<file path="src/logic/bridge_settings.svh">
/*
 * Build-time constants of the UART-to-SPI bridge.
 * All periods are in system clock cycles. Nothing here is run-time configurable.
 * UART_DIV must be at least 4. SPI_HALF must be at least 2.
 * FIFO_DEPTH must be a power of two, at least 2.
 */

`ifndef BRIDGE_SETTINGS_SVH
`define BRIDGE_SETTINGS_SVH

// UART bit period.
`define BRIDGE_UART_DIV 16

// Half of one SPI clock period.
`define BRIDGE_SPI_HALF 16

// Entries in the byte FIFO.
`define BRIDGE_FIFO_DEPTH 8

`endif

</file>
<file path="src/logic/bridge_pkg.sv">
/*
 * Shared types of the bridge.
 * State encodings only, the widths are fixed to 2 and 3 bits.
 */

`default_nettype none

package bridge_pkg;

    // UART receiver states.
    typedef enum logic [1:0] {
        RX_IDLE  = 2'd0,
        RX_START = 2'd1,
        RX_DATA  = 2'd2,
        RX_STOP  = 2'd3
    } rx_state_e;

    // SPI master states.
    typedef enum logic [2:0] {
        SPI_IDLE     = 3'd0,
        SPI_LOAD     = 3'd1,
        SPI_SHIFT_LO = 3'd2,
        SPI_SHIFT_HI = 3'd3,
        SPI_DONE     = 3'd4
    } spi_state_e;

endpackage

`default_nettype wire

</file>
<file path="src/logic/byte_queue_if.sv">
/*
 * Write and read sides of the byte FIFO.
 * push and pop are one-cycle strobes. pop_data is the head entry,
 * valid in the same cycle as pop. No clock travels with it.
 */

`default_nettype none

interface byte_queue_if;

    logic       push;
    logic [7:0] push_data;
    logic       full;

    logic       pop;
    logic [7:0] pop_data;
    logic       empty;

    modport writer (output push, output push_data, input full);

    modport reader (output pop, input pop_data, input empty);

    modport queue (
        input  push, push_data, pop,
        output full, pop_data, empty
    );

endinterface

`default_nettype wire

</file>
<file path="src/logic/byte_fifo.sv">
/*
 * Circular byte FIFO with register storage.
 * DEPTH must be a power of two, at least 2.
 * A push while full is discarded and sets overflow_o until reset.
 * pop while empty is ignored.
 */

`default_nettype none

module byte_fifo #(
    parameter int DEPTH = 8
) (
    input  logic        clk_i,
    input  logic        rst_i,
    byte_queue_if.queue q,
    output logic        overflow_o
);

    localparam int AW = $clog2(DEPTH);

    logic [7:0]  mem [DEPTH];
    logic [AW:0] wr_ptr;
    logic [AW:0] rd_ptr;
    logic        wr_en;
    logic        rd_en;

    // Extra pointer bit tells full from empty.
    assign q.empty = (wr_ptr == rd_ptr);
    assign q.full  = (wr_ptr[AW] != rd_ptr[AW]) &&
                     (wr_ptr[AW-1:0] == rd_ptr[AW-1:0]);

    assign wr_en = q.push && !q.full;
    assign rd_en = q.pop && !q.empty;

    // Head entry, seen in the same cycle as pop.
    assign q.pop_data = mem[rd_ptr[AW-1:0]];

    always_ff @(posedge clk_i) begin
        if (wr_en) begin
            mem[wr_ptr[AW-1:0]] <= q.push_data;
        end
    end

    always_ff @(posedge clk_i) begin
        if (rst_i) begin
            wr_ptr <= '0;
            rd_ptr <= '0;
        end else begin
            if (wr_en) begin
                wr_ptr <= wr_ptr + 1'b1;
            end
            if (rd_en) begin
                rd_ptr <= rd_ptr + 1'b1;
            end
        end
    end

    // Sticky.
    always_ff @(posedge clk_i) begin
        if (rst_i) begin
            overflow_o <= 1'b0;
        end else if (q.push && q.full) begin
            overflow_o <= 1'b1;
        end
    end

endmodule

`default_nettype wire

</file>
<file path="src/logic/spi_master.sv">
/*
 * SPI master, mode 0, MSB first, one byte per chip select.
 * SCLK is low then high for BRIDGE_SPI_HALF cycles per bit.
 * MISO is sampled as SCLK rises and is expected synchronous to clk_i.
 * The received byte appears on rx_byte_o with a one-cycle rx_valid_o.
 */

`default_nettype none

`include "bridge_settings.svh"

module spi_master (
    input  logic         clk_i,
    input  logic         rst_i,
    byte_queue_if.reader q,
    input  logic         miso_i,
    output logic         sclk_o,
    output logic         mosi_o,
    output logic         cs_n_o,
    output logic [7:0]   rx_byte_o,
    output logic         rx_valid_o
);

    import bridge_pkg::*;

    localparam int HALF = `BRIDGE_SPI_HALF;
    localparam int CW   = $clog2(HALF);

    localparam logic [CW-1:0] HALF_LAST = CW'(HALF - 1);

    spi_state_e    state;
    logic [CW-1:0] cnt;
    logic [2:0]    bit_cnt;
    logic [7:0]    tx_shift;
    logic [7:0]    rx_shift;
    logic          lo_end;
    logic          hi_end;

    // Pop only from idle.
    assign q.pop = (state == SPI_IDLE) && !q.empty;

    assign lo_end = (state == SPI_SHIFT_LO) && (cnt == HALF_LAST);
    assign hi_end = (state == SPI_SHIFT_HI) && (cnt == HALF_LAST);

    // ##################################################
    // Transfer FSM
    // ##################################################

    always_ff @(posedge clk_i) begin
        if (rst_i) begin
            state      <= SPI_IDLE;
            cnt        <= '0;
            bit_cnt    <= '0;
            sclk_o     <= 1'b0;
            mosi_o     <= 1'b0;
            cs_n_o     <= 1'b1;
            rx_valid_o <= 1'b0;
        end else begin
            rx_valid_o <= 1'b0;
            case (state)
                SPI_IDLE: begin
                    cnt     <= '0;
                    bit_cnt <= '0;
                    if (q.pop) begin
                        cs_n_o <= 1'b0;
                        state  <= SPI_LOAD;
                    end
                end
                SPI_LOAD: begin
                    mosi_o <= tx_shift[7];
                    state  <= SPI_SHIFT_LO;
                end
                SPI_SHIFT_LO: begin
                    if (lo_end) begin
                        cnt    <= '0;
                        sclk_o <= 1'b1;
                        state  <= SPI_SHIFT_HI;
                    end else begin
                        cnt <= cnt + 1'b1;
                    end
                end
                SPI_SHIFT_HI: begin
                    if (hi_end) begin
                        cnt    <= '0;
                        sclk_o <= 1'b0;
                        if (bit_cnt == 3'd7) begin
                            cs_n_o <= 1'b1;
                            mosi_o <= 1'b0;
                            state  <= SPI_DONE;
                        end else begin
                            bit_cnt <= bit_cnt + 1'b1;
                            mosi_o  <= tx_shift[6];
                            state   <= SPI_SHIFT_LO;
                        end
                    end else begin
                        cnt <= cnt + 1'b1;
                    end
                end
                SPI_DONE: begin
                    rx_valid_o <= 1'b1;
                    state      <= SPI_IDLE;
                end
                default: state <= SPI_IDLE;
            endcase
        end
    end

    // ##################################################
    // Shift registers
    // ##################################################

    always_ff @(posedge clk_i) begin
        if (q.pop) begin
            tx_shift <= q.pop_data;
        end else if (hi_end) begin
            tx_shift <= {tx_shift[6:0], 1'b0};
        end
        if (lo_end) begin
            rx_shift <= {rx_shift[6:0], miso_i};
        end
        if (state == SPI_DONE) begin
            rx_byte_o <= rx_shift;
        end
    end

endmodule

`default_nettype wire

</file>
<file path="src/logic/uart_rx.sv">
/*
 * UART receiver, 8N1, fixed bit period of BRIDGE_UART_DIV cycles.
 * Cannot be stalled; full on the queue is not honoured here, the FIFO drops.
 * A start bit that is high again at mid-bit is ignored as a glitch.
 * A low stop bit discards the byte and pulses frame_err_o.
 */

`default_nettype none

`include "bridge_settings.svh"

module uart_rx (
    input  logic         clk_i,
    input  logic         rst_i,
    input  logic         rx_i,
    byte_queue_if.writer q,
    output logic         frame_err_o
);

    import bridge_pkg::*;

    localparam int DIV = `BRIDGE_UART_DIV;
    localparam int CW  = $clog2(DIV);

    localparam logic [CW-1:0] HALF_LAST = CW'(DIV / 2 - 1);
    localparam logic [CW-1:0] FULL_LAST = CW'(DIV - 1);

    rx_state_e     state;
    logic          rx_meta;
    logic          rx_sync;
    logic          rx_prev;
    logic [CW-1:0] cnt;
    logic [2:0]    bit_cnt;
    logic [7:0]    shreg;
    logic          push_q;

    assign q.push      = push_q;
    assign q.push_data = shreg;

    // ##################################################
    // Input synchronizer
    // ##################################################

    // Idle line is high.
    always_ff @(posedge clk_i) begin
        if (rst_i) begin
            rx_meta <= 1'b1;
            rx_sync <= 1'b1;
            rx_prev <= 1'b1;
        end else begin
            rx_meta <= rx_i;
            rx_sync <= rx_meta;
            rx_prev <= rx_sync;
        end
    end

    // ##################################################
    // Frame FSM
    // ##################################################

    always_ff @(posedge clk_i) begin
        if (rst_i) begin
            state       <= RX_IDLE;
            cnt         <= '0;
            bit_cnt     <= '0;
            push_q      <= 1'b0;
            frame_err_o <= 1'b0;
        end else begin
            push_q      <= 1'b0;
            frame_err_o <= 1'b0;
            case (state)
                RX_IDLE: begin
                    cnt     <= '0;
                    bit_cnt <= '0;
                    if (rx_prev && !rx_sync) begin
                        state <= RX_START;
                    end
                end
                RX_START: begin
                    if (cnt == HALF_LAST) begin
                        cnt   <= '0;
                        state <= rx_sync ? RX_IDLE : RX_DATA;
                    end else begin
                        cnt <= cnt + 1'b1;
                    end
                end
                RX_DATA: begin
                    if (cnt == FULL_LAST) begin
                        cnt     <= '0;
                        bit_cnt <= bit_cnt + 1'b1;
                        if (bit_cnt == 3'd7) begin
                            state <= RX_STOP;
                        end
                    end else begin
                        cnt <= cnt + 1'b1;
                    end
                end
                RX_STOP: begin
                    if (cnt == FULL_LAST) begin
                        cnt   <= '0;
                        state <= RX_IDLE;
                        if (rx_sync) begin
                            push_q <= 1'b1;
                        end else begin
                            frame_err_o <= 1'b1;
                        end
                    end else begin
                        cnt <= cnt + 1'b1;
                    end
                end
                default: state <= RX_IDLE;
            endcase
        end
    end

    // LSB arrives first.
    always_ff @(posedge clk_i) begin
        if (state == RX_DATA && cnt == FULL_LAST) begin
            shreg <= {rx_sync, shreg[7:1]};
        end
    end

endmodule

`default_nettype wire

</file>
<file path="src/logic/uart_spi_bridge_top.sv">
/*
 * UART-to-SPI bridge top level.
 * Bytes received on uart_rx_i are queued and sent one per SPI transfer.
 * Single chip select, build-time timing only.
 */

`default_nettype none

`include "bridge_settings.svh"

module uart_spi_bridge_top (
    input  logic       clk_i,
    input  logic       rst_i,

    input  logic       uart_rx_i,

    input  logic       spi_miso_i,
    output logic       spi_sclk_o,
    output logic       spi_mosi_o,
    output logic       spi_cs_n_o,

    output logic [7:0] rx_byte_o,
    output logic       rx_valid_o,
    output logic       frame_err_o,
    output logic       overflow_o
);

    byte_queue_if queue ();

    uart_rx i_uart_rx (
        .clk_i      (clk_i),
        .rst_i      (rst_i),
        .rx_i       (uart_rx_i),
        .q          (queue.writer),
        .frame_err_o(frame_err_o)
    );

    byte_fifo #(.DEPTH(`BRIDGE_FIFO_DEPTH)) i_byte_fifo (
        .clk_i     (clk_i),
        .rst_i     (rst_i),
        .q         (queue.queue),
        .overflow_o(overflow_o)
    );

    spi_master i_spi_master (
        .clk_i     (clk_i),
        .rst_i     (rst_i),
        .q         (queue.reader),
        .miso_i    (spi_miso_i),
        .sclk_o    (spi_sclk_o),
        .mosi_o    (spi_mosi_o),
        .cs_n_o    (spi_cs_n_o),
        .rx_byte_o (rx_byte_o),
        .rx_valid_o(rx_valid_o)
    );

endmodule

`default_nettype wire

</file>
<file path="config.mk">
export PLATFORM = sky130hd
export DESIGN_NAME = uart_spi_bridge_top
export DESIGN_NICKNAME = d
export VERILOG_FILES = /design/src/logic/bridge_pkg.sv /design/src/logic/byte_queue_if.sv /design/src/logic/byte_fifo.sv /design/src/logic/spi_master.sv /design/src/logic/uart_rx.sv /design/src/logic/uart_spi_bridge_top.sv
export VERILOG_INCLUDE_DIRS = /design/src /design/src/logic
export SDC_FILE = /design/constraint.sdc
export NUM_CORES = 1
export LEC_CHECK = 0
export BUFFER_PORTS_ARGS = -buffer_cell sky130_fd_sc_hd__buf_2
export CAP_MARGIN = 30
export CORE_UTILIZATION = 40
export CTS_CLUSTER_DIAMETER = 80
export DETAILED_ROUTE_END_ITERATION = 10
export GPL_TIMING_DRIVEN = 0
export HOLD_SLACK_MARGIN = 0.12
export PLACE_DENSITY = 0.62
export SLEW_MARGIN = 20
export SYNTH_ARGS = -nofsm -noshare
export SYNTH_HDL_FRONTEND = slang
export SYNTH_SLANG_ARGS = --single-unit
</file>
<file path="constraint.sdc">
create_clock -name clk_i -period 2.95 [get_ports clk_i]
set_input_delay 0.59 -clock clk_i [delete_from_list [all_inputs] [get_ports clk_i]]
set_output_delay 0.59 -clock clk_i [all_outputs]
set_load 0.01 [all_outputs]
</file>
==> impl_metrics.toml <==
[run_status]
status = "complete, no violations"

[flow_run]
cap_violations = 0

[pwr]
p_comb_share_pct = 5.5
p_sw_share_pct = 21.75
clockPowerShare_pct = 48.1
switching_power_w = 0.0009775
powerDensity_nw_per_um2 = 720.9
power.internal_w = 0.003516
p_leak_nw = 2.138
ir_drop_v = 0.0003842
seq_power_share_pct = 46.4

[timing]
slew_headroom_pct = 38.92
drv_slew = 0
finalSetupTns_ps = 0
setup_violations = 0
layout_setup_ws_ps = 629.9
min_period_ps = 2320
fin_crit_sh_pct = 78.65
grt_setup_unrepaired = "false"
fmax_mhz = 431.0
worst_pin_slew_ps = 911.2
hold_violations = 0
finClkSkew_ps = 7.038

[global_route]
grt_start_max_net_pins = 17
track_usage_pct = 14.76
gr-total-overflow = 0
grt_pass1_wl_mm = 14.69
grt_pass1_vias = 2910
antenna_found_initial = 0

[yosys]
synth-main-ff-cell = "edfxtp_1"
ys_seq_area_share_pct = 69.48
ys_seq_elements = 136
synthCells = 353
syn_avg_cell_area_um2 = 15.02
syn_area_um2 = 5301
async_flop_share_pct = 0
synth_edf_count = 96
synthDistinctLibCells = 48
synth_warnings = 0
synth_fp_nets = 365

[critical_path]
start_kind = "flip-flop"
crit_cells = 5
critPathSlowestCell = "nor2_1"
slowest_delay_ps = 670
critPathTopFamily = "simple AND/OR/NAND/NOR gates"
path_max_fanout = 9
crit_arrival_ps = 2360
path_cells = "buf_2 -> xor2_1 -> o41ai_4 -> or2_2 -> nor2_1"
endpoint_kind = "flip-flop"
cp_num_buf_inv = 1
critPathRequiredTime_ps = 2990
rr_worst_depth = 5
path_class = "reg2reg"

[cts]
cts_tree = "built"
cts_setup_buffers = 0
clk_pin_slew_worst_paths_ps = 60
cts_buffers = 17
holdBufCountCts = 0
h-tree-depth = 4
root_buffer = "clkbuf_16"
clock_latency_ps = 410
clock_path_buffers = 2
cts_sinks = 136
cts_resized = 0

[min_path]
worstHoldPathCells = 1
hp-class = "in2reg"

[placement]
hpwl_mm = 5.713
portBuffers = 16
place_congestion = 0.7954
dp_slack_ps = 598.5

[finish]
area_growth_pct = 17.58
fillers = 1075
drive_above_1_share_pct = 20.65
antenna_cells = 0
final_nets = 401

[route]
antenna_left = 0
route.detailed.drc = 0
totalWireLength_mm = 8.789
routed_via_density = 5.023
first_iter_violations = 197
wire_per_inst_um = 15.31
met3WireLength_um = 405
dr.pass1.iters = 4
met2_length_mm = 4.196
top_layer_used = "met4"
num_vias = 2883
wl_met1_mm = 4.066

[floorplan]
core_um2 = 12770
initial_core_util_pct = 41.50
die_w_um = 117.1
die_h_um = 117.1
die_area_um2 = 13720
ios = 18
row_count = 41
[per-layer routing]
layer	track usage, %	vias to the layer above
li1	-	1404
met1	19.35	1414
met2	22.84	52
met3	4.789	13
met4	5.823	0
met5	0	-
[cell usage after synthesis, types with 7 or more instances]
library cell	count	share of area [%]
dfxtp_1	40	15
inv_1	9	0.64
clkbuf_1	11	0.78
edfxtp_1	96	54
o21ai_0	14	1.3
ha_1	8	1.9
mux2i_1	13	2.5
nor2_1	25	1.8
a21oi_1	11	1.0
nand2_1	19	1.3
nand3_1	11	1.0
mux4_2	16	6.8
xnor2_1	7	1.2
[per-stage QoR]
step / std cells / hold WS (ps) / cell area [um^2] / total power (W) / util (%)
after floorplan: 353 / 389.5 / 5301 / 0.002315 / -
after global placement: 541 / 400.3 / 5597 / 0.002372 / 43.81
after detailed placement: 542 / 393.4 / 5623 / 0.002375 / 44.02
after CTS: 574 / 343.8 / 6233 / 0.004538 / 48.80
after global routing: 574 / 341.0 / 6233 / 0.004668 / 48.80
final: 574 / 357.4 / 6233 / 0.004494 / 48.80
[registers in the layout (all words and copies together), names as in the netlist, named ones only]
| signal | cells |
|---|---|
| i_spi_master.cs_n_o | 1 |
| i_uart_rx.rx_prev | 1 |
| i_byte_fifo.overflow_o | 1 |
| i_spi_master.rx_byte_o | 8 |
| i_uart_rx.rx_sync | 1 |
| i_byte_fifo.rd_ptr | 4 |
| i_uart_rx.state | 1 |
| i_byte_fifo.mem | 64 |
| i_uart_rx.q.push_data | 8 |
| i_spi_master.rx_shift | 8 |
| i_uart_rx.bit_cnt | 3 |
| i_spi_master.rx_valid_o | 1 |
| i_uart_rx.cnt | 4 |
| i_spi_master.state | 3 |
| i_uart_rx.q.push | 1 |
| i_spi_master.tx_shift | 8 |
| i_byte_fifo.wr_ptr | 4 |
| i_spi_master.sclk_o | 1 |
| i_spi_master.cnt | 4 |
| i_spi_master.mosi_o | 1 |
| i_uart_rx.frame_err_o | 1 |
| i_uart_rx.rx_meta | 1 |
| i_spi_master.bit_cnt | 3 |
[power groups by stage]
stage / Clock, W / Sequential (W) / Combinational [W]
after global routing: 0.00230 / 0.00209 / 0.000282
after CTS: 0.00220 / 0.00208 / 0.000254
after floorplan: 0 / 0.00212 / 0.000195
after global placement: 0 / 0.00212 / 0.000249
after detailed placement: 0 / 0.00212 / 0.000251
final: 0.00216 / 0.00208 / 0.000249
[cell families after synthesis]
family	after synthesis	share of synthesized area (%)
DFF	136	69.48
and+or+nand+nor	93	8.780
AOI/OAI and AO/OA	46	5.853
muxes	31	9.747
buffers and inverters	28	2.289
xor gates and xnor gates	11	1.959
adders and majority gates	8	1.888
[final timing paths]
check                                           start                       end  slack, ps
worst max-delay path            i_byte_fifo.wr_ptr[2]     i_byte_fifo.mem[3][5]        630
worst max register to register  i_byte_fifo.wr_ptr[2]     i_byte_fifo.mem[3][5]        630
worst min-delay path                       spi_miso_i  i_spi_master.rx_shift[0]        360
worst min register to register      i_uart_rx.rx_meta         i_uart_rx.rx_sync        410
[worst reg2reg max path: stages (launching register included)]
cell,delay [ps]
dfxtp_1,300
buf_2,210
xor2_1,290
o41ai_4,140
or2_2,340
nor2_1,670
[layout make-up]
type / instances / area (um^2) / share of cell area, %
Sequential cell: 136 / 3684 / 59.09
Multi-Input combinational cell: 189 / 1518 / 24.35
Clock buffer: 17 / 425.4 / 6.825
Tap cell: 172 / 215.2 / 3.452
Clock inverter: 15 / 185.2 / 2.971
Buffer: 19 / 87.58 / 1.405
Timing Repair Buffer: 17 / 85.08 / 1.365
Inverter: 9 / 33.78 / 0.5420
[cell usage in the layout (no fill, tap or decap), drive strengths merged, types with 6 or more instances in the layout]
master  count
a21oi      11
buf        25
clkbuf     28
dfxtp      40
edfxtp     96
ha          8
inv        15
mux2i      13
mux4       16
nand2      19
nand2b      6
nand3      11
nor2       25
nor3        6
o21ai      14
xnor2       7
(Power assumes the default switching activity.)
